[src/common/mem_pkg.sv]
`default_nettype none

package mem_pkg;

  // Word-addressed memory geometry.
  localparam int ADDR_W = 8;
  localparam int DATA_W = 32;
  localparam int MEM_DEPTH = 256;

  // One memory access. Reads ignore wdata.
  typedef struct packed {
    logic              write;
    logic [ADDR_W-1:0] addr;
    logic [DATA_W-1:0] wdata;
  } mem_req_t;

endpackage

`default_nettype wire

[src/hw/mem_arbiter.sv]
`timescale 1ns/1ps
`default_nettype none

module mem_arbiter (
  input  logic                       clock,
  input  logic                       reset,
  input  logic                       load_req_valid,
  input  mem_pkg::mem_req_t          load_req,
  output logic                       load_req_ready,
  input  logic                       store_req_valid,
  input  mem_pkg::mem_req_t          store_req,
  output logic                       store_req_ready,
  output logic                       mem_valid,
  output mem_pkg::mem_req_t          mem_req,
  input  logic                       mem_rsp_valid,
  input  logic [mem_pkg::DATA_W-1:0] mem_rsp_data,
  output logic                       rsp_valid,
  output logic [mem_pkg::DATA_W-1:0] rsp_data
);

  // Set when the last grant went to the store queue.
  logic last_store;

  assign load_req_ready = load_req_valid && (!store_req_valid || last_store);
  assign store_req_ready = store_req_valid && (!load_req_valid || !last_store);

  assign mem_valid = load_req_ready || store_req_ready;
  assign mem_req = store_req_ready ? store_req : load_req;

  always_ff @(posedge clock) begin
    if (reset) begin
      last_store <= 1'b0;
    end else if (mem_valid) begin
      last_store <= store_req_ready;
    end
  end

  // Only reads answer, and only loads read.
  assign rsp_valid = mem_rsp_valid;
  assign rsp_data = mem_rsp_data;

  a_one_grant: assert property (
    @(posedge clock) disable iff (reset) !(load_req_ready && store_req_ready));

endmodule

`default_nettype wire

[config.mk]
export PLATFORM = sky130hd
export DESIGN_NAME = mem_arbiter
export DESIGN_NICKNAME = d
export VERILOG_FILES = /design/src/common/mem_pkg.sv /design/src/hw/mem_arbiter.sv
export SDC_FILE = /design/constraint.sdc
export NUM_CORES = 1
export LEC_CHECK = 0
export BUFFER_PORTS_ARGS = -buffer_cell sky130_fd_sc_hd__buf_2
export CAP_MARGIN = 20
export CORE_AREA = 8 8 70 72
export CTS_CLUSTER_SIZE = 25
export DETAILED_ROUTE_END_ITERATION = 16
export DIE_AREA = 0 0 78 80
export PLACE_DENSITY = 0.81
export SKIP_CTS_REPAIR_TIMING = 1
export SLEW_MARGIN = 20
export SYNTH_ARGS = -nofsm -noshare
export SYNTH_HDL_FRONTEND = slang
export SYNTH_SLANG_ARGS = --single-unit
[constraint.sdc]
create_clock -name clock -period 1.6 [get_ports clock]
set_input_delay 0.08 -clock clock [delete_from_list [all_inputs] [get_ports clock]]
set_output_delay 0.08 -clock clock [all_outputs]
set_load 0.1 [all_outputs]
# After elaboration in Yosys (flattened, before gate mapping)
# Index checks and enable logic that the tools add are counted.
# totals
ramBits,0
word_cells,10
romBits,0
register_bits,1
latch_bits,0
memories,0
# op_classes
n_addsub,0
magnitude_cmp,0
eq_ne,0
n_reduce_logical,8
div,0
n_shift,0
multipliers,0
bitwise_logic,0
muxes,1
# ops
cell,count
$mux 41,1
$logic_not 1->1,3
$logic_or 1x1->1,3
$logic_and 1x1->1,2

# Logic depth before layout (Yosys ltp)
# Gate-level depths: netlist of the first run.
# logic_depth
ltp_word,4
ltp_mapped,3

# Least setup slack after synthesis of the first run
# Ideal clock, no wire load.
# synth_path
path_kind,reg2out
from,reg last_store
to,out mem_req[31] (netlist name)
arrival_ns,1.442
setup_slack_ns,0.078
required_time_ns,1.520
path_buffers,1
stages_incl_launch_ff,4
path_cell_list,dfxtp_1 -> a21boi_4 -> buf_6 -> mux2_2
# synth_rtl
element,line,rtl
"start, declared",mem_arbiter.sv:22,logic last_store;
"start signal, assigned",mem_arbiter.sv:34,last_store <= store_req_ready;
"end, declared",mem_arbiter.sv:14,"output mem_pkg::mem_req_t mem_req,"

==> metrics.md, run 1 <==
| Metric | Value |
|---|---|
| Largest net degree at the start of global routing | `26` |
| RSZ-0062 raised after global routing | `no` |
| GRT Total Usage | `a little under an eighth` |
| GRT Max-Usage Layer | `met2` |
| Crit share post-route | `between 80 and 90%` |
| # diodes | `0` |
| Initial antenna violation count | `0` |
| Psw | `878 uW` |
| Wire per inst | `around 18 um` |
| Unique cell type count in the Yosys netlist | `11` |
| Slew of the pin with the lowest slew margin | `approximately 0.49 ns` |
| Mapped Area | `slightly above 800 um2` |
| Post-synth net total | `between 200 and 250` |
| Final Skew | `0 ns` |
| Nets@finish | `300` |
| Max FFs per register | `1` |
| CORE AREA | `3860 um2` |
| Number of global-route vias before repair | `1,154` |
| Sequential share of power | `roughly 2.1%` |
| Die X-Extent | `about 80 um` |
| Via density | `around 4.2` |
| Type of origin of the critical path | `flip-flop` |
| Max-cap viol count | `0` |
| Peak VDD IR | `about 380 uV` |
| Final WL | `approximately 4000 um` |
| Critical path's most frequent cell | `buf_12` |
| Warnings from Yosys | `0` |
| First-pass GRT wire length | `approximately 5900 um` |
| Mux contribution to synthesized area | `56.0%` |
| R2R setup slack | `0.86 ns` |
| First-pass iteration count of the detailed router | `2` |
| Critical path data arrival time | `1.31 ns` |
| Cells after Synth | `between 80 and 90` |
| M3 GR Usage | `around 4.8%` |
| Largest family of logic cells by synthesized area | `multiplexers` |
| Top Registers | `last_store: 1 flops` |
| Avg Cell Area, Syn | `a little under 10 um2` |
| Reg-to-Reg Start | `last_store` |
| Hold path cells | `0` |
| Setup violations, final | `0` |
| Port-buffer cells | `approximately 130` |
| Register area share after synthesis | `2.43%` |
| Utilization after layout | `roughly 50%` |
| Drc violations | `0` |
| Critical path endpoint category | `output port` |
| Reg2Reg Depth | `2` |
| Synth Area in XOR/XNOR | `0%` |
| Clock transition at path regs | `0 ns` |
| Crit path max-delay family | `buffers and inverters` |
| I/O pin cnt | `about 200` |
| Min-delay worst type | `primary input to output port` |
| Rel. slew slack | `about two thirds` |
| Final Power | `1430 uW` |
| Met1 usage | `a little under a tenth` |
| CP bufs+invs | `2` |
| Gpl congestion | `around 0.73` |
| Die ar. | `between 6000 and 7000 um2` |
| Initial DRC count | `17` |
| Final WS setup | `~0.21 ns` |
| Final Hold Fails | `0` |
| Adder-cell share of the synthesized area | `0%` |
| Most common cell after layout, fill and taps aside | `buf_2` |
| Die Y-Extent | `roughly 80 um` |
| Compound-Gate Fraction of Synth Area | `roughly 2.9%` |
| Clk_lat worst skew | `0 ns` |
| Most frequent cells in the layout | `buf_2 (87), buf_12 (44), mux2_2 (39)` |
| CP max stage delay | `about 0.38 ns` |
| Worst path required time | `approximately 1.5 ns` |
| Fin cells | `229` |
| Setup CP Type | `flip-flop to output port` |
| Post-Place Cells | `between 200 and 250` |
| M2 GR Usage | `between 20% and 30%` |
| Share of layout cells above drive strength 1 | `a little over nine tenths` |
| Vias | `between 900 and 1,000` |
| CP max FO | `25` |
| Register bit total from synthesis | `1` |
| Sw Share | `slightly above 60%` |
| Hold endpoint | `rsp_data[0]` |
| Area Overhead vs Synth | `132%` |
| Clock Power Share | `0%` |
| P_int | `between 500 and 600 uW` |
| Routed Antenna Nets | `0` |
| Simple-Gate Fraction of Synth Area | `under 10%` |
| Slowest stage cell on the critical path | `mux2_1` |
| Pwr Density | `~750 nW/um2` |
| Detailed placer's ending HPWL | `between 3000 and 4000 um` |
| Outcome | `finished, final reports clean` |
| Num rows | `23` |
| Min-delay src | `mem_rsp_data[0]` |
| Logic pwr share | `approximately 100%` |
| Setup TNS | `0 ns` |
| CP Cell Sequence | `a21boi_4 > buf_12 > mux2_1 > buf_12` |
| Starting Density | `roughly a fifth` |
| Place WS | `slightly above 0.2 ns` |
| Max Fclk | `720 MHz` |
| Largest reg by FF count | `last_store` |
| Slew Limit Fails | `0` |
| R2r endpoint | `last_store` |
| Period minus WS final | `1.39 ns` |
| Leakage | `0.000944 uW` |
| Overflow after GRT | `0` |
-- synth_stat cells --
cell type	n	area share, %
a21boi_4	1	2.3
a21oi_1	1	0.61
and2_1	1	0.76
buf_4	33	30
buf_6	4	5.5
dfxtp_1	1	2.4
mux2_1	2	2.7
mux2_2	39	53
nand2b_1	1	0.76
or2_2	1	0.76
or2b_1	1	0.91
-- worst reg2reg max path, stage by stage (launching register included) --
cell and delay, ns:
dfxtp_1 0.32, or2b_1 0.24, a21oi_1 0.11
-- power by group through the flow --
| stage | sequential (uW) | combinational (uW) | clock, uW |
|---|---|---|---|
| final | 29.5 | 1400 | 0 |
| after global routing | 29.8 | 1440 | 0 |
| after CTS | 29.5 | 1410 | 0 |
| after detailed placement | 29.5 | 1410 | 0 |
| after global placement | 29.3 | 1400 | 0 |
| after floorplan | 29.2 | 1250 | 0 |
-- area by class of cell --
| cell class | instances | area (um2) |
|---|---|---|
| fillers | 356 | 1950 |
| repair buffers | 131 | 1320 |
| multi-input cells | 47 | 512 |
| well taps | 50 | 62.6 |
| flip-flops and latches | 1 | 20.0 |
-- how the worst max path moves through the flow --
stage	from	endpoint	slack (ns)	cells after the start
after floorplan	last_store	mem_req[31]	0.08	3
after global placement	last_store	mem_req[5]	0.23	4
after detailed placement	last_store	mem_req[5]	0.20	4
after CTS	last_store	mem_req[5]	0.21	4
after global routing	last_store	mem_req[4]	0.17	4
final	last_store	mem_req[5]	0.21	4
-- cells by family (layout without fill, tap and decap cells) --
| logic type | after synthesis | count (layout) |
|---|---|---|
| compound gates | 2 | 2 |
| buf+inv | 37 | 131 |
| flops | 1 | 1 |
| mux | 41 | 41 |
| simple gates | 4 | 4 |
-- layer usage --
metal  up-vias  wire, um
li1        449         -
met1       426      1190
met2        76      2310
met3        16       468
met4         0        72
met5         -         0
-- per-stage QoR --
| step | hold slack, ns | area, um2 |
|---|---|---|
| floorplan | 0.149 | 825 |
| global placement | 0.161 | 1910 |
| detailed placement | 0.161 | 1910 |
| CTS | 0.161 | 1910 |
| global route | 0.160 | 1910 |
| finish | 0.160 | 1910 |
Note: power is estimated with default switching activity, not from simulation.
==> inputs of run 2 (changes only) <==
--- a/config.mk
+++ b/config.mk
@@ -7,11 +7,12 @@
 export LEC_CHECK = 0
 export BUFFER_PORTS_ARGS = -buffer_cell sky130_fd_sc_hd__buf_2
 export CAP_MARGIN = 20
-export CORE_AREA = 8 8 70 72
+export CORE_MARGIN = 8
+export CORE_UTILIZATION = 23
 export CTS_CLUSTER_SIZE = 25
 export DETAILED_ROUTE_END_ITERATION = 16
-export DIE_AREA = 0 0 78 80
-export PLACE_DENSITY = 0.81
+export GPL_TIMING_DRIVEN = 1
+export PLACE_DENSITY = 0.85
 export SKIP_CTS_REPAIR_TIMING = 1
 export SLEW_MARGIN = 20
 export SYNTH_ARGS = -nofsm -noshare
==> constraint.sdc (replaced) <==
create_clock -name clock -period 1.3 [get_ports clock]
set_input_delay 0.065 -clock clock [delete_from_list [all_inputs] [get_ports clock]]
set_output_delay 0.065 -clock clock [all_outputs]
set_load 0.1 [all_outputs]
==> run 2 against run 1 <==
Against the previous run: the flow now finishes with violations (setup timing); sequential cell count did not move; sequential share of layout area fell by 0.095 points; worst setup slack got worse by 0.29 ns; utilization rose by 16 points; via count rose by 4.3%; cell count rose by 2.2%; critical endpoint is now mem_req[21]; combinational power rose by 36%.
==> metrics.md, run 2 (same netlist as run 1, synthesis figures left out) <==
| Metric | Value |
|---|---|
| GRT Max-Usage Layer | `met2` |
| Most frequent cells in the layout | `buf_2 (86), buf_12 (46), mux2_4 (41)` |
| R2R setup slack | `0.42 ns (-0.44 ns)` |
| Setup CP Type | `flip-flop to output port` |
| R2r endpoint | `last_store` |
| First-pass iteration count of the detailed router | `2 (unchanged)` |
| Clk_lat worst skew | `0 ns (unchanged)` |
| Setup violations, final | `41 (+41)` |
| Clock transition at path regs | `0 ns (unchanged)` |
| Final Power | `1950 uW (+36%)` |
| # diodes | `0 (unchanged)` |
| Leakage | `0.00120 uW (+27%)` |
| Slew of the pin with the lowest slew margin | `0.485 ns (-0.00676 ns)` |
| Final Skew | `0 ns (unchanged)` |
| Nets@finish | `309 (+3.0%)` |
| Via density | `4.31 (+2.1%)` |
| Die X-Extent | `75.9 um (-2.7%)` |
| M2 GR Usage | `24.5% (-0.20 points)` |
| Max-cap viol count | `0 (unchanged)` |
| Largest net degree at the start of global routing | `23 (-12%)` |
| Psw | `1130 uW (+29%)` |
| Detailed placer's ending HPWL | `3760 um (-0.80%)` |
| Num rows | `21 (-8.7%)` |
| Starting Density | `24.3% (+2.9 points)` |
| RSZ-0062 raised after global routing | `yes` |
| Max FFs per register | `1 (unchanged)` |
| Number of global-route vias before repair | `1,101 (-4.6%)` |
| Design Area, Final | `2230 um2 (+17%)` |
| Final WS setup | `-0.0765 ns (-0.288 ns)` |
| Critical path endpoint category | `output port` |
| Critical path's most frequent cell | `buf_12` |
| Min-delay worst type | `primary input to output port` |
| Pwr Density | `871 nW/um2 (+16%)` |
| First-pass GRT wire length | `5540 um (-6.5%)` |
| Type of origin of the critical path | `flip-flop` |
| CP max FO | `8 (-68%)` |
| Initial antenna violation count | `0 (unchanged)` |
| Wire per inst | `20.9 um (+18%)` |
| Reg-to-Reg Start | `last_store` |
| P_int | `814 uW (+47%)` |
| Fin cells | `234 (+2.2%)` |
| Slowest stage cell on the critical path | `mux2_4` |
| CP max stage delay | `0.32 ns (-0.06 ns)` |
| Initial DRC count | `13 (-4)` |
| Reg2Reg Depth | `3 (+1)` |
| Most common cell after layout, fill and taps aside | `buf_2` |
| CORE AREA | `3390 um2 (-12%)` |
| Vias | `1,009 (+4.3%)` |
| Crit share post-route | `106%` |
| Share of layout cells above drive strength 1 | `97.9% (+1.8 points)` |
| Crit. Startpoint | `last_store` |
| Sequential share of power | `1.9% (-0.2 points)` |
| Critical path data arrival time | `1.31 ns (about the same)` |
| Area Overhead vs Synth | `171%` |
| Max Fclk | `between 700 and 800 MHz` |
| Final WL | `4890 um (+21%)` |
| Rel. slew slack | `67.9% (+0.45 points)` |
| Drc violations | `0 (unchanged)` |
| Overflow after GRT | `0 (unchanged)` |
| DP Area | `1970 um2 (+3.1%)` |
| CP bufs+invs | `3 (+1)` |
| Peak VDD IR | `482 uV (+26%)` |
| Slew Limit Fails | `0 (unchanged)` |
| Clock Power Share | `0% (unchanged)` |
| Worst path depth | `5 (+1)` |
| Die Y-Extent | `75.9 um (-5.2%)` |
| Met1 usage | `11.3% (+1.8 points)` |
| Top Registers | `last_store: 1 flops` |
| GRT Total Usage | `12.2% (+0.63 points)` |
| M3 GR Usage | `4.61% (-0.24 points)` |
| Routed Antenna Nets | `0 (unchanged)` |
| Violations in the final reports | `setup timing` |
| I/O pin cnt | `196 (unchanged)` |
| Final Hold Fails | `0 (unchanged)` |
| Sw Share | `58.2% (-3.2 points)` |
| Crit path max-delay family | `buffers and inverters` |
| Die ar. | `5760 um2 (-7.7%)` |
| Gpl congestion | `0.698 (-4.1%)` |
| Largest reg by FF count | `last_store` |
| Worst setup path end | `mem_req[21]` |
| Port-buffer cells | `129 (unchanged)` |
| Post-Place Cells | `227 (-0.87%)` |
| Outcome | `finished, violations left` |
| # fillers | `239 (-33%)` |
| Worst path required time | `1.24 ns (-0.28 ns)` |
| Logic pwr share | `98.1% (+0.2 points)` |
| Period minus WS final | `about 1.4 ns` |
| CP Cell Sequence | `a21boi_4 > buf_12 > clkbuf_16 > mux2_4 > buf_12` |
[run 2: cell types whose count changed in the layout (fill, tap and decap cells not counted), sizes merged]
cell and change:
clkbuf +4, buf +5
[run 2: layout make-up]
cell class	count	area [um2]	area share (%)
Multi-Input combinational cell	47	666	29.8
Tap cell	46	57.6	2.58
Timing Repair Buffer	140	1490	66.7
Sequential cell	1	21.3	0.952
[run 2: worst min path at each step]
stage	startpoint	endpoint	cells after the start
floorplan	reset	last_store	1
global placement	mem_rsp_data[16]	rsp_data[16]	0
detailed placement	mem_rsp_data[16]	rsp_data[16]	0
CTS	mem_rsp_data[16]	rsp_data[16]	0
global route	mem_rsp_data[29]	rsp_data[29]	0
finish	mem_rsp_data[0]	rsp_data[0]	0
[run 2: routing by layer]
metal / share of wire, % / routed length (um) / vias up
li1: - / - / 471
met1: 33 / 1590 / 451
met4: 0.96 / 47 / 0
met2: 56 / 2760 / 77
met5: 0 / 0 / -
met3: 10 / 488 / 10
[run 2: worst reg2reg max path: stages (launching register included)]
cell     delay [ns]
dfxtp_2        0.31
buf_4          0.13
or2b_1         0.24
a21oi_1        0.12
[run 2: power by group through the flow]
stage / clock network, uW / logic [uW] / registers, uW
6_report: 0 / 1910 / 36.7
2_1_floorplan: 0 / 1570 / 36.4
4_1_cts: 0 / 1780 / 36.2
3_5_place_dp: 0 / 1770 / 36.2
5_1_grt: 0 / 1950 / 36.9
3_3_place_gp: 0 / 1750 / 36.1
[run 2: per-stage QoR]
stage | setup TNS (ns) | utilization, % | hold WS, ns | worst slack, ns
final | -2.19 | 65.9 | 0.130 | -0.0765
after global placement | -0.318 | 58.1 | 0.131 | -0.0272
after global routing | -3.74 | 65.9 | 0.130 | -0.115
after CTS | -1.04 | 58.1 | 0.131 | -0.0571
after floorplan | -2.08 | - | 0.127 | -0.0595
after detailed placement | -0.984 | 58.1 | 0.131 | -0.0539
