==> src/common/mem_pkg.sv <==
`default_nettype none

package mem_pkg;

  // Word-addressed memory geometry.
  localparam int ADDR_W = 8;
  localparam int DATA_W = 32;
  localparam int MEM_DEPTH = 256;

  // One memory access. Reads ignore wdata.
  typedef struct packed {
    logic              write;
    logic [ADDR_W-1:0] addr;
    logic [DATA_W-1:0] wdata;
  } mem_req_t;

endpackage

`default_nettype wire

==> src/common/lsq_pkg.sv <==
`default_nettype none

package lsq_pkg;

  localparam int LSQ_DEPTH = 8;
  localparam int IDX_W = $clog2(LSQ_DEPTH);
  localparam int TAG_W = 6;

  typedef enum logic {
    OP_LOAD  = 1'b0,
    OP_STORE = 1'b1
  } op_kind_e;

  typedef struct packed {
    op_kind_e                      kind;
    logic [TAG_W-1:0]              tag;
    logic [mem_pkg::ADDR_W-1:0]    addr;
    logic [mem_pkg::DATA_W-1:0]    data;
  } dispatch_t;

  typedef struct packed {
    logic [mem_pkg::ADDR_W-1:0]    addr;
    logic [mem_pkg::DATA_W-1:0]    data;
    logic                          committed;
  } store_entry_t;

  // sq_tail is the store queue tail at dispatch, with its wrap bit.
  typedef struct packed {
    logic [TAG_W-1:0]              tag;
    logic [mem_pkg::ADDR_W-1:0]    addr;
    logic                          forwarded;
    logic [mem_pkg::DATA_W-1:0]    fwd_data;
    logic [IDX_W:0]                sq_tail;
  } load_entry_t;

  typedef struct packed {
    logic [TAG_W-1:0]              tag;
    logic [mem_pkg::DATA_W-1:0]    data;
  } load_result_t;

  typedef struct packed {
    logic                          hit;
    logic [mem_pkg::DATA_W-1:0]    data;
  } fwd_t;

endpackage

`default_nettype wire

==> src/hw/lsq/load_queue.sv <==
`timescale 1ns/1ps
`default_nettype none

module load_queue (
  input  logic                       clock,
  input  logic                       reset,
  input  logic                       flush,
  input  logic                       alloc_valid,
  input  lsq_pkg::load_entry_t       alloc_entry,
  output logic                       full,
  output logic                       barrier_valid,
  output logic [lsq_pkg::IDX_W:0]    barrier_ptr,
  output logic                       mem_req_valid,
  output mem_pkg::mem_req_t          mem_req,
  input  logic                       mem_req_ready,
  input  logic                       rsp_valid,
  input  logic [mem_pkg::DATA_W-1:0] rsp_data,
  output logic                       load_result_valid,
  output lsq_pkg::load_result_t      load_result,
  input  logic                       load_result_ready
);

  lsq_pkg::load_entry_t entries [lsq_pkg::LSQ_DEPTH];

  logic [lsq_pkg::IDX_W:0]   head;
  logic [lsq_pkg::IDX_W:0]   tail;
  logic [lsq_pkg::IDX_W:0]   count;
  logic [lsq_pkg::IDX_W-1:0] head_slot;
  lsq_pkg::load_entry_t      head_entry;
  logic                      outstanding;
  logic                      head_data_valid;
  logic [mem_pkg::DATA_W-1:0] head_data;
  logic                      head_read;
  logic                      pop;

  assign count = tail - head;
  assign full = count == (lsq_pkg::IDX_W + 1)'(lsq_pkg::LSQ_DEPTH);
  assign head_slot = head[lsq_pkg::IDX_W-1:0];
  assign head_entry = entries[head_slot];

  // Head has already read memory, or its data is back.
  assign head_read = outstanding || head_data_valid;

  assign mem_req_valid = count != '0 && !flush && !head_entry.forwarded &&
                         !outstanding && !head_data_valid;
  assign mem_req = '{write: 1'b0, addr: head_entry.addr, wdata: '0};

  assign load_result_valid = count != '0 && (head_entry.forwarded || head_data_valid);
  assign load_result = '{tag:  head_entry.tag,
                         data: head_entry.forwarded ? head_entry.fwd_data : head_data};
  assign pop = load_result_valid && load_result_ready;

  // Oldest load that still has to read memory; scanned young to old.
  always_comb begin
    logic [lsq_pkg::IDX_W:0] offset;
    logic [lsq_pkg::IDX_W:0] pos;
    barrier_valid = 1'b0;
    barrier_ptr = '0;
    for (int i = lsq_pkg::LSQ_DEPTH - 1; i >= 0; i--) begin
      offset = (lsq_pkg::IDX_W + 1)'(i);
      pos = head + offset;
      if (offset < count && !entries[pos[lsq_pkg::IDX_W-1:0]].forwarded &&
          !(offset == '0 && head_read)) begin
        barrier_valid = 1'b1;
        barrier_ptr = entries[pos[lsq_pkg::IDX_W-1:0]].sq_tail;
      end
    end
  end

  always_ff @(posedge clock) begin
    if (reset) begin
      head <= '0;
      tail <= '0;
      outstanding <= 1'b0;
      head_data_valid <= 1'b0;
    end else begin
      if (mem_req_valid && mem_req_ready) begin
        outstanding <= 1'b1;
      end else if (rsp_valid) begin
        outstanding <= 1'b0;
      end
      // A response that lands with the flush belongs to a squashed load.
      if (flush) begin
        head <= tail;
        head_data_valid <= 1'b0;
      end else begin
        if (alloc_valid) begin
          tail <= tail + 1'b1;
        end
        if (pop) begin
          head <= head + 1'b1;
          head_data_valid <= 1'b0;
        end else if (rsp_valid) begin
          head_data_valid <= 1'b1;
        end
      end
    end
  end

  always_ff @(posedge clock) begin
    if (rsp_valid) begin
      head_data <= rsp_data;
    end
    if (alloc_valid) begin
      entries[tail[lsq_pkg::IDX_W-1:0]] <= alloc_entry;
    end
  end

  a_rsp_needs_read: assert property (
    @(posedge clock) disable iff (reset) rsp_valid |-> outstanding);

endmodule

`default_nettype wire

==> config.mk <==
export PLATFORM = sky130hd
export DESIGN_NAME = load_queue
export DESIGN_NICKNAME = d
export VERILOG_FILES = /design/src/common/mem_pkg.sv /design/src/common/lsq_pkg.sv /design/src/hw/lsq/load_queue.sv
export SDC_FILE = /design/constraint.sdc
export NUM_CORES = 1
export LEC_CHECK = 0
export BUFFER_PORTS_ARGS = -buffer_cell sky130_fd_sc_hd__buf_2
export CORE_MARGIN = 2
export CORE_UTILIZATION = 60
export DETAILED_ROUTE_END_ITERATION = 7
export PLACE_DENSITY = 0.8
export REMOVE_ABC_BUFFERS = 1
export SETUP_SLACK_MARGIN = 0.15
export SLEW_MARGIN = 20
export SYNTH_ARGS = -nofsm -noshare
export SYNTH_HDL_FRONTEND = slang
export SYNTH_SLANG_ARGS = --single-unit
==> constraint.sdc <==
create_clock -name clock -period 8.02 [get_ports clock]
set_input_delay 0 -clock clock [delete_from_list [all_inputs] [get_ports clock]]
set_output_delay 0 -clock clock [all_outputs]
set_load 0.01 [all_outputs]
# ---- Yosys cells after proc, flatten, opt, wreduce, memory -nomap -nowiden
# Memory sizes are Yosys's and may differ from the RTL's. A register that Yosys moved wholly into a read port is not among the register bits.
# Index checks and enable logic that the tools add are counted.
dict set report word_totals {
  reg_bits 42
  ram_bits 408
  input_bits 90
  output_inout_bits 87
  memories 1
}
# name words width read_ports rd_ports_with_merged_regs write_ports line_no
set memory_table {}
lappend memory_table {entries 8 51 8 1 1 load_queue.sv:23} ;# lsq_pkg::load_entry_t entries [lsq_pkg::LSQ_DEPTH];
dict set report classes {
  n_addsub 9
  magnitude_cmp 8
  n_eq_ne 1
  muxes 25
  bitwise 1
  n_reduce_logical 35
}
# operator n
set op_table {}
lappend op_table {{$mux W4} 10}
lappend op_table {{$mux W32} 1}
lappend op_table {{$logic_and A1 B1 Y1} 16}
lappend op_table {{$lt A3 B4 Y1 const A} 4}
lappend op_table {{$add A3 B3 Y3 const B} 4}
lappend op_table {{$logic_not A1 Y1} 12}
lappend op_table {{$mux W1} 12}
lappend op_table {{$add A4 B1 Y4 const B} 2}
lappend op_table {{$lt A1 B4 Y1 const A} 2}
lappend op_table {{$lt A2 B4 Y1 const A} 2}
lappend op_table {{$add A3 B2 Y3 const B} 2}
lappend op_table {{$mux W3} 2}
lappend op_table {{$eq A4 B4 Y1 const B} 1}
lappend op_table {{$reduce_bool A2 Y1} 2}
lappend op_table {{$reduce_bool A4 Y1} 1}
lappend op_table {{$sub A4 B4 Y4} 1}
lappend op_table {{$reduce_or A3 Y1} 1}
lappend op_table {{$logic_or A1 B1 Y1} 2}
lappend op_table {{$reduce_and A2 Y1} 1}
lappend op_table {{$not A1 Y1} 1}

# ---- Longest topological paths before layout
# Gate-level depths: netlist of the first run.
# An unclocked memory read counts as a cell.
dict set report logic_depth {
  depth_word 12
  ltp_mapped 13
  ltp_nobuf 11
}

# ---- Worst setup path before layout of the first run
# Ideal clock, no wire load.
dict set report synth_timing {
  path_kind {flip-flop to flip-flop}
  from {register tail[1] in the netlist's numbering}
  to {memory entries[0][0] in the netlist's numbering, enable pin}
  setup_time_ps 523
  arrival_ps 4050
  path_slack_ps 3447
  stages_incl_launch_ff 3
  path_buffers 1
  path_cell_list {dfxtp_1 -> clkbuf_1 -> nor3_1}
}
# element line_no
set synth_lines {}
lappend synth_lines {{from (decl)} load_queue.sv:26} ;# logic [lsq_pkg::IDX_W:0] tail;
lappend synth_lines {{from (signal assigned)} load_queue.sv:88} ;# tail <= tail + 1'b1;
lappend synth_lines {{to (decl)} load_queue.sv:23}
# No word-level cell before the write port.

# ---- Final worst setup path of the first run
dict set report layout_timing {
  from {register head[1] in the netlist's numbering}
  to {output port barrier_ptr[1] in the netlist's numbering}
}
dict set report layout_between {
  elab_chain_len 12
  elab_cells_between_ends 41
  cone_classes {add/sub: 8; order compare: 8; mux: 8; reduce/logical: 16; memory: 1}
}
# element line_no
set layout_lines {}
lappend layout_lines {{from (decl)} load_queue.sv:25} ;# logic [lsq_pkg::IDX_W:0] head;
lappend layout_lines {{from (signal assigned)} load_queue.sv:84} ;# head <= tail;
lappend layout_lines {{from (signal assigned)} load_queue.sv:91} ;# head <= head + 1'b1;
lappend layout_lines {{$add A3 B3 Y3} load_queue.sv:61} ;# pos = head + offset;
lappend layout_lines {{$mem_v2 Z8 W51} n/a}
lappend layout_lines {{$logic_not A1 Y1} load_queue.sv:62} ;# if (offset < count && !entries[pos[lsq_pkg::IDX_W-1:0]].forwarded &&
lappend layout_lines {{$logic_and A1 B1 Y1} load_queue.sv:62}
lappend layout_lines {{$mux W4 (7 in series)} load_queue.sv:62}
lappend layout_lines {{$mux W4 (*)} load_queue.sv:62}
lappend layout_lines {{to (decl)} load_queue.sv:12} ;# output logic [lsq_pkg::IDX_W:0] barrier_ptr,
# Every way passes the cells marked *; elsewhere a longest branch is shown, timed or not.

==> metrics.txt, run 1 <==
die area roughly 0.034 mm²; vias in the first global route approximately 11000; DRT iter0 DRCs 1006; worst-skew pair later-pin latency 570 ps; Mapped Cells 1000; Critical Path Start Type flop; Setup crit start head[1]; Ports between 150 and 200; Async SR Flop Fraction 0%; most frequent cells after synthesis edfxtp_1, mux4_2, mux2i_1, nand2_1; DRT Pass-1 Iters 5; Synth Flop Type edfxtp_1; overall routing resource usage 25.3%; Req. time, crit path between 8000 and 9000 ps; top post-synthesis cells by area edfxtp_1, mux4_2, mux2i_1; hpwl dp 22100 µm; Final Hold Fails 0; Worst Path Max Fanout 29; Core Area about 0.032 mm²; Bufs and invs on worst path 2; FF+latch count, synth 453; Max clock buf depth 3; unrepaired setup endpoints after global routing no; outcome completed; FMAX 212 MHz; Yosys top cell area share 67.7%; distinct cell type count after synthesis 61; largest net degree at the start of global routing 65; Slew Viols, Final 0; CP Cell Sequence inv_1, ha_1, mux4_1, a221oi_4, a221oi_1, o311ai_1, a32o_1, buf_2; Syn Area/Cell 19.5 µm²; clock slew at reported path FFs 60 ps; CTS buffer count 45; Slew @ Worst Pin around 1000 ps; largest area contributor in the netlist edfxtp_1; WP data arrival 4710 ps; HP Class in -> reg; antenna violations before repair 2; vias 10400; worst reg2reg path startpoint head[1]; Die Ht 184 µm; peak supply drop 0.190 mV; Max stage delay on crit path 1090 ps; yosys synthesis warning count 0; slowest stage cell, crit path ha_1; max-cap viol count 0; Leakage approximately 7.6 nW; Hold Path Origin alloc_valid; number of flops mapped to enable cells by yosys 440; Final #Nets 1340; CTS H-Tree Depth 2; kind of cell with the highest combined delay on the critical path compound AO/OA/AOI/OAI gates; CTS tree yes; register area share after synthesis 69.0%; setup TNS 0 ps; Starting Density 60.5%; Routed Antenna Nets 0; Die Wd 184 µm; WS Path Type reg -> out; share of layout cells above drive strength 1 between 30% and 40%; clock skew 44.5 ps; port buffer count 143; vias per cell about 6.1; aggregate global routing overflow 0; CP endpoint kind output pin; total power 5.35 mW; clk root buf clkbuf_16; Period minus WS final 4710 ps; FILL cells about 2000; first-pass GRT wire length 63300 µm; Worst slew margin 30.6%; # clock sinks 453; Area growth, synth to finish 17.1%; WL per Instance between 20 and 25 µm; Rows 66; PwrDens about 230 mW/mm²; post-CTS sizing 0; GPL Wtd Cong roughly 0.85; number of setup violations in the final report 0; Post-Route WL 42000 µm; DRC Markers 0; fin crit share around 60%; mapped cell area just under 0.02 mm²; top-count cell post-synth edfxtp_1
==> final timing paths <==
| path | end | slack [ps] | depth (start not counted) |
|---|---|---|---|
| max | barrier_ptr[1] | 3310 | 8 |
| min | tail[3] | 40 | 5 |
| max reg2reg | outstanding | 3790 | 9 |
| min reg2reg | tail[3] | 610 | 3 |
==> per-stage QoR <==
stage               hold slack, ps  area [µm²]  setup WS, ps  cells  utilization [%]
floorplan                     54.7       19100           153    945                -
detailed placement             178       20600          3820   1545             63.7
global route                  65.9       22900          2910   1713             70.8
global placement               176       20600          3940   1545             63.7
finish                        38.4       22900          3310   1714             70.8
CTS                           20.7       22900          3250   1712             70.8
==> cells by family after synthesis <==
family / synth area share (%)
compound gates: 2.84
fa+ha+maj: 0.551
xor+xnor: 0.570
flops: 69.0
mux: 21.1
buf+inv: 2.90
other cells: 0.0192
simple gates: 3.02
==> flip-flops by register name, indices dropped and copies added (netlist names), named ones only <==
register,count
outstanding,1
head_data,32
head_data_valid,1
head,4
tail,4
entries,408
==> what timing repair did <==
action	CTS	global route
setup buffers	0	0
hold endpoints to repair	453	0
hold buffers	92	0
==> layout by cell type, fill, tap and decap left out, types with 5 or more instances in the layout <==
master and count:
nand2b_1 5, nor3_1 5, clkbuf_16 45, mux2_1 5
dlygate4sd3_1 92, edfxtp_1 440, o21ai_0 34, nand3_1 11
mux4_1 5, mux4_2 133, inv_1 8, clkinv_1 5
conb_1 33, mux2_2 25, buf_4 15, buf_2 143
xnor2_1 7, a21oi_1 9, mux2_4 7, mux2i_1 54
dfxtp_1 9, a21o_1 5, ha_1 7, nor2_4 6
nor2_1 17, clkbuf_1 17, nand2_1 49, nor2b_1 6
==> per-layer routing <==
metal / wire [µm] / vias up / GRT usage [%]
met5: 0 / - / 0
met3: 2980 / 71 / 4.19
met4: 992 / 0 / 7.65
met2: 21600 / 452 / 43.2
li1: - / 4537 / -
met1: 16400 / 5324 / 33.8
==> where the power goes <==
| group | switching [mW] | internal, mW |
|---|---|---|
| clock network | 0.859 | 1.11 |
| logic | 0.369 | 0.323 |
| registers | 0.0390 | 2.65 |
| total | 1.27 | 4.09 |
==> worst reg2reg max path, delay by kind of cell, from the launching register on <==
family | cells | cell delay (ps)
adders and majority gates | 1 | 620
and+or+nand+nor | 2 | 150
AOI/OAI and AO/OA | 2 | 610
buffers and inverters | 3 | 1500
xor gates and xnor gates | 1 | 350
DFF | 1 | 890
==> final cells by class <==
class                      instances  area, µm²  share of cell area, %
sequential                       453      13500                   59.0
multi-input combinational        482       5680                   24.8
timing repair buffer             250       1750                   7.65
clock buffer                      62       1190                   5.20
tap                              442        553                   2.42
clock inverter                    13        171                  0.750
inverter                          10       37.5                  0.164
antenna                            2       5.00                 0.0219
Power figures use the tool's default switching activity.
==> inputs of run 2 (changes only) <==
- ABC_AREA: unset -> 1
- CORE_UTILIZATION: 60 -> 54
- PLACE_DENSITY: 0.8 -> 0.76
- clock period: 8.02 -> 4 ns (I/O delays scaled with it)
==> run 2 against run 1 <==
Sequential share of layout area down 0.46 points. Worst hold slack better by 130 ps. Largest cell class unchanged. Clock-buffer cell count shrank 9. Die area up 12%. Synthesized cell count up 80%. Via count is 38% higher.
==> metrics.txt, run 2 <==
Synth Flop Type edfxtp_1; clock skew 5.31 ps (-39.2 ps); internal power 8.39 mW (+110%); register-to-register setup slack 360 ps (-3430 ps); CTS tree yes; WS Path Type reg -> reg; aggregate global routing overflow 0 (unchanged); Slew @ Worst Pin 1120 ps (+77.6 ps); max-cap viol count 0 (unchanged); worst reg2reg path startpoint head[1]; Die Wd 195 µm (+5.9%); Routed Antenna Nets 0 (unchanged); Syn Area/Cell 11.0 µm² (-44%); most frequent cells in the layout edfxtp_1, nor2_1, nand2_1; register area share after synthesis 68.1% (-0.85 points); top post-synthesis cells by area edfxtp_1, nor2_1, nand2_1; top-count cell post-synth edfxtp_1; Yosys top cell area share 66.8% (-0.83 points); area of the multi-input gates 0.00552 mm² (-2.8%); number of flops mapped to enable cells by yosys 440 (unchanged); clock slew at reported path FFs 60 ps (about the same); mapped cell area 0.0198 mm² (+1.2%); # clock sinks 453 (unchanged); yosys synthesis warning count 0 (unchanged); overall routing resource usage 24.5% (-0.77 points); CP endpoint kind flop; first-pass GRT wire length 73100 µm (+16%); fin worst setup slack 360 ps (-2950 ps); most frequent cells after synthesis edfxtp_1, nor2_1, nand2_1, o21ai_0, nand3_1; Worst Path Max Fanout 25 (-14%); number of setup violations in the final report 0 (unchanged); commonest non-fill, non-tap cell in the layout edfxtp_1; vias per cell 5.72 (-5.6%); worst-skew pair later-pin latency 530 ps (-40 ps); post-CTS setup buffers 0 (unchanged); GPL Wtd Cong 0.915 (+7.9%); Final #Nets 2099 (+57%); clock power share 33.4% (-3.4 points); Core Area 0.0363 mm² (+13%); vias in the first global route 13700 (+28%); largest net degree at the start of global routing 193 (+200%); FF+latch count, synth 453 (unchanged); fin crit share between 90 and 100%; Critical Path Start Type flop; Max clock buf depth 3 (unchanged); peak supply drop 0.382 mV (+100%); Reg power frac 46.1% (-4.2 points); Leakage 8.48 nW (+11%); DRT Pass-1 Iters 6 (+1); Slew Viols, Final 0 (unchanged); clk root buf clkbuf_16; CTS H-Tree Depth 2 (unchanged); FMAX 275 MHz; share of layout cells above drive strength 1 13.6% (-18 points); Setup crit start head[1]; largest area contributor in the netlist edfxtp_1; Period minus WS final 3640 ps; WL per Instance 18.8 µm (-23%); unrepaired setup endpoints after global routing no; Area growth, synth to finish 16.5%; fin util 63.4% (-7.4 points); Req. time, crit path 4470 ps (-3550 ps); max FFs per register 408 (unchanged); Hold Path Origin rsp_data[17]; switch share 28.5% (+4.9 points); DP Worst Slack 967 ps (-2850 ps); WP data arrival 4110 ps (-600 ps); FILL cells 2664 (+37%); hpwl dp 26300 µm (+19%); sw power 3.35 mW (+160%); HP Class in -> reg; cell area after layout 0.0230 mm² (+0.74%); DRT iter0 DRCs 1554 (+54%); Rows 70 (+6.1%); CTS buffer count 45 (unchanged); outcome completed; distinct cell type count after synthesis 39 (-36%); DRC Markers 0 (unchanged); Starting Density 54.4% (-6.1 points); combinational power share 20.5% (+7.6 points); PwrDens 510 mW/mm² (+120%); Die Ht 195 µm (+5.9%); Reg area 0.0135 mm² (about the same); Async SR Flop Fraction 0% (unchanged); die area 0.0382 mm² (+12%); Mapped Cells 1799 (+80%); port buffer count 143 (unchanged); vias 14300 (+38%); Placed Area 0.0207 mm² (+0.78%); antenna violations before repair 4 (+2); Worst slew margin 25.5% (-5.2 points); Ports 177 (unchanged); Post-Route WL 47100 µm (+12%); Final Hold Fails 0 (unchanged)
-- run 2: changes by cell type in the layout (fill, tap and decap cells not counted), moves of 54 or more --
cell and change:
nor2_1 +277, nand2_1 +245, o21ai_0 +185, mux4_2 -133
nand3_1 +119, o22ai_1 +82, mux2i_1 -54
-- run 2: cells by family after synthesis --
group,Yosys count,share of synthesized area (%)
xor gates and xnor gates,4,0.291
DFF,453,68.1
adders and majority gates,8,0.544
buffers and inverters,201,4.87
other,1,0.0190
AOI/OAI and AO/OA,380,10.6
and+or+nand+nor,752,15.5
-- run 2: routing by layer --
layer	share of wire, %	up-vias	GRT usage (%)
met5	0.015	-	0
met2	47	674	39.9
met3	8.6	88	4.37
li1	-	6716	-
met1	41	6836	33.4
met4	2.6	2	9.08
-- run 2: area by class of cell --
cell class                 instances  area share, %
sequential                       453           58.5
multi-input combinational       1177           23.9
timing repair buffer             258           7.96
clock buffer                      53           5.02
tap                              468           2.54
inverter                          65           1.10
clock inverter                    25          0.869
antenna                            3         0.0326
timing repair inverter             1         0.0217
-- run 2: final timing paths --
path                        end  depth (start not counted)
setup reg to reg           flop                         14
hold reg to reg     outstanding                          2
setup / recovery           flop                         14
hold / removal    head_data[17]                          2
-- run 2: what timing repair did --
action | in CTS | in global routing
hold buffers | 92 | 0
setup endpoints to repair | 0 | 6
resized for setup | 0 | 2
hold endpoints to repair | 453 | 0
-- run 2: worst max-delay path, stage by stage (launching register included) --
cell           delay, ps
dfxtp_1              310
buf_4                270
clkinvlp_4           330
fa_1                 530
xor2_2               250
inv_2                 70
nand2_1               80
nor2_1                70
inv_2                 80
nand3_1               90
nand2_2              150
nand2_1               60
dlygate4sd3_1        560
a21oi_1              140
dlygate4sd3_1        580
-- run 2: power groups by stage --
stage | sequential [mW] | clock, mW | combinational (mW)
4_1_cts | 5.41 | 3.96 | 2.39
3_5_place_dp | 5.51 | 0 | 2.30
2_1_floorplan | 5.55 | 0 | 1.45
3_3_place_gp | 5.51 | 0 | 2.26
5_1_grt | 5.42 | 4.15 | 2.68
6_report | 5.41 | 3.92 | 2.41
-- run 2: stage by stage --
stage	hold WS, ps	TNS (ps)	power [mW]	std cells
global route	152	0	12.3	2502
CTS	145	0	11.8	2499
finish	164	0	11.7	2503
floorplan	25.3	-259940	7.00	1695
detailed placement	178	0	7.81	2329
global placement	176	0	7.77	2329
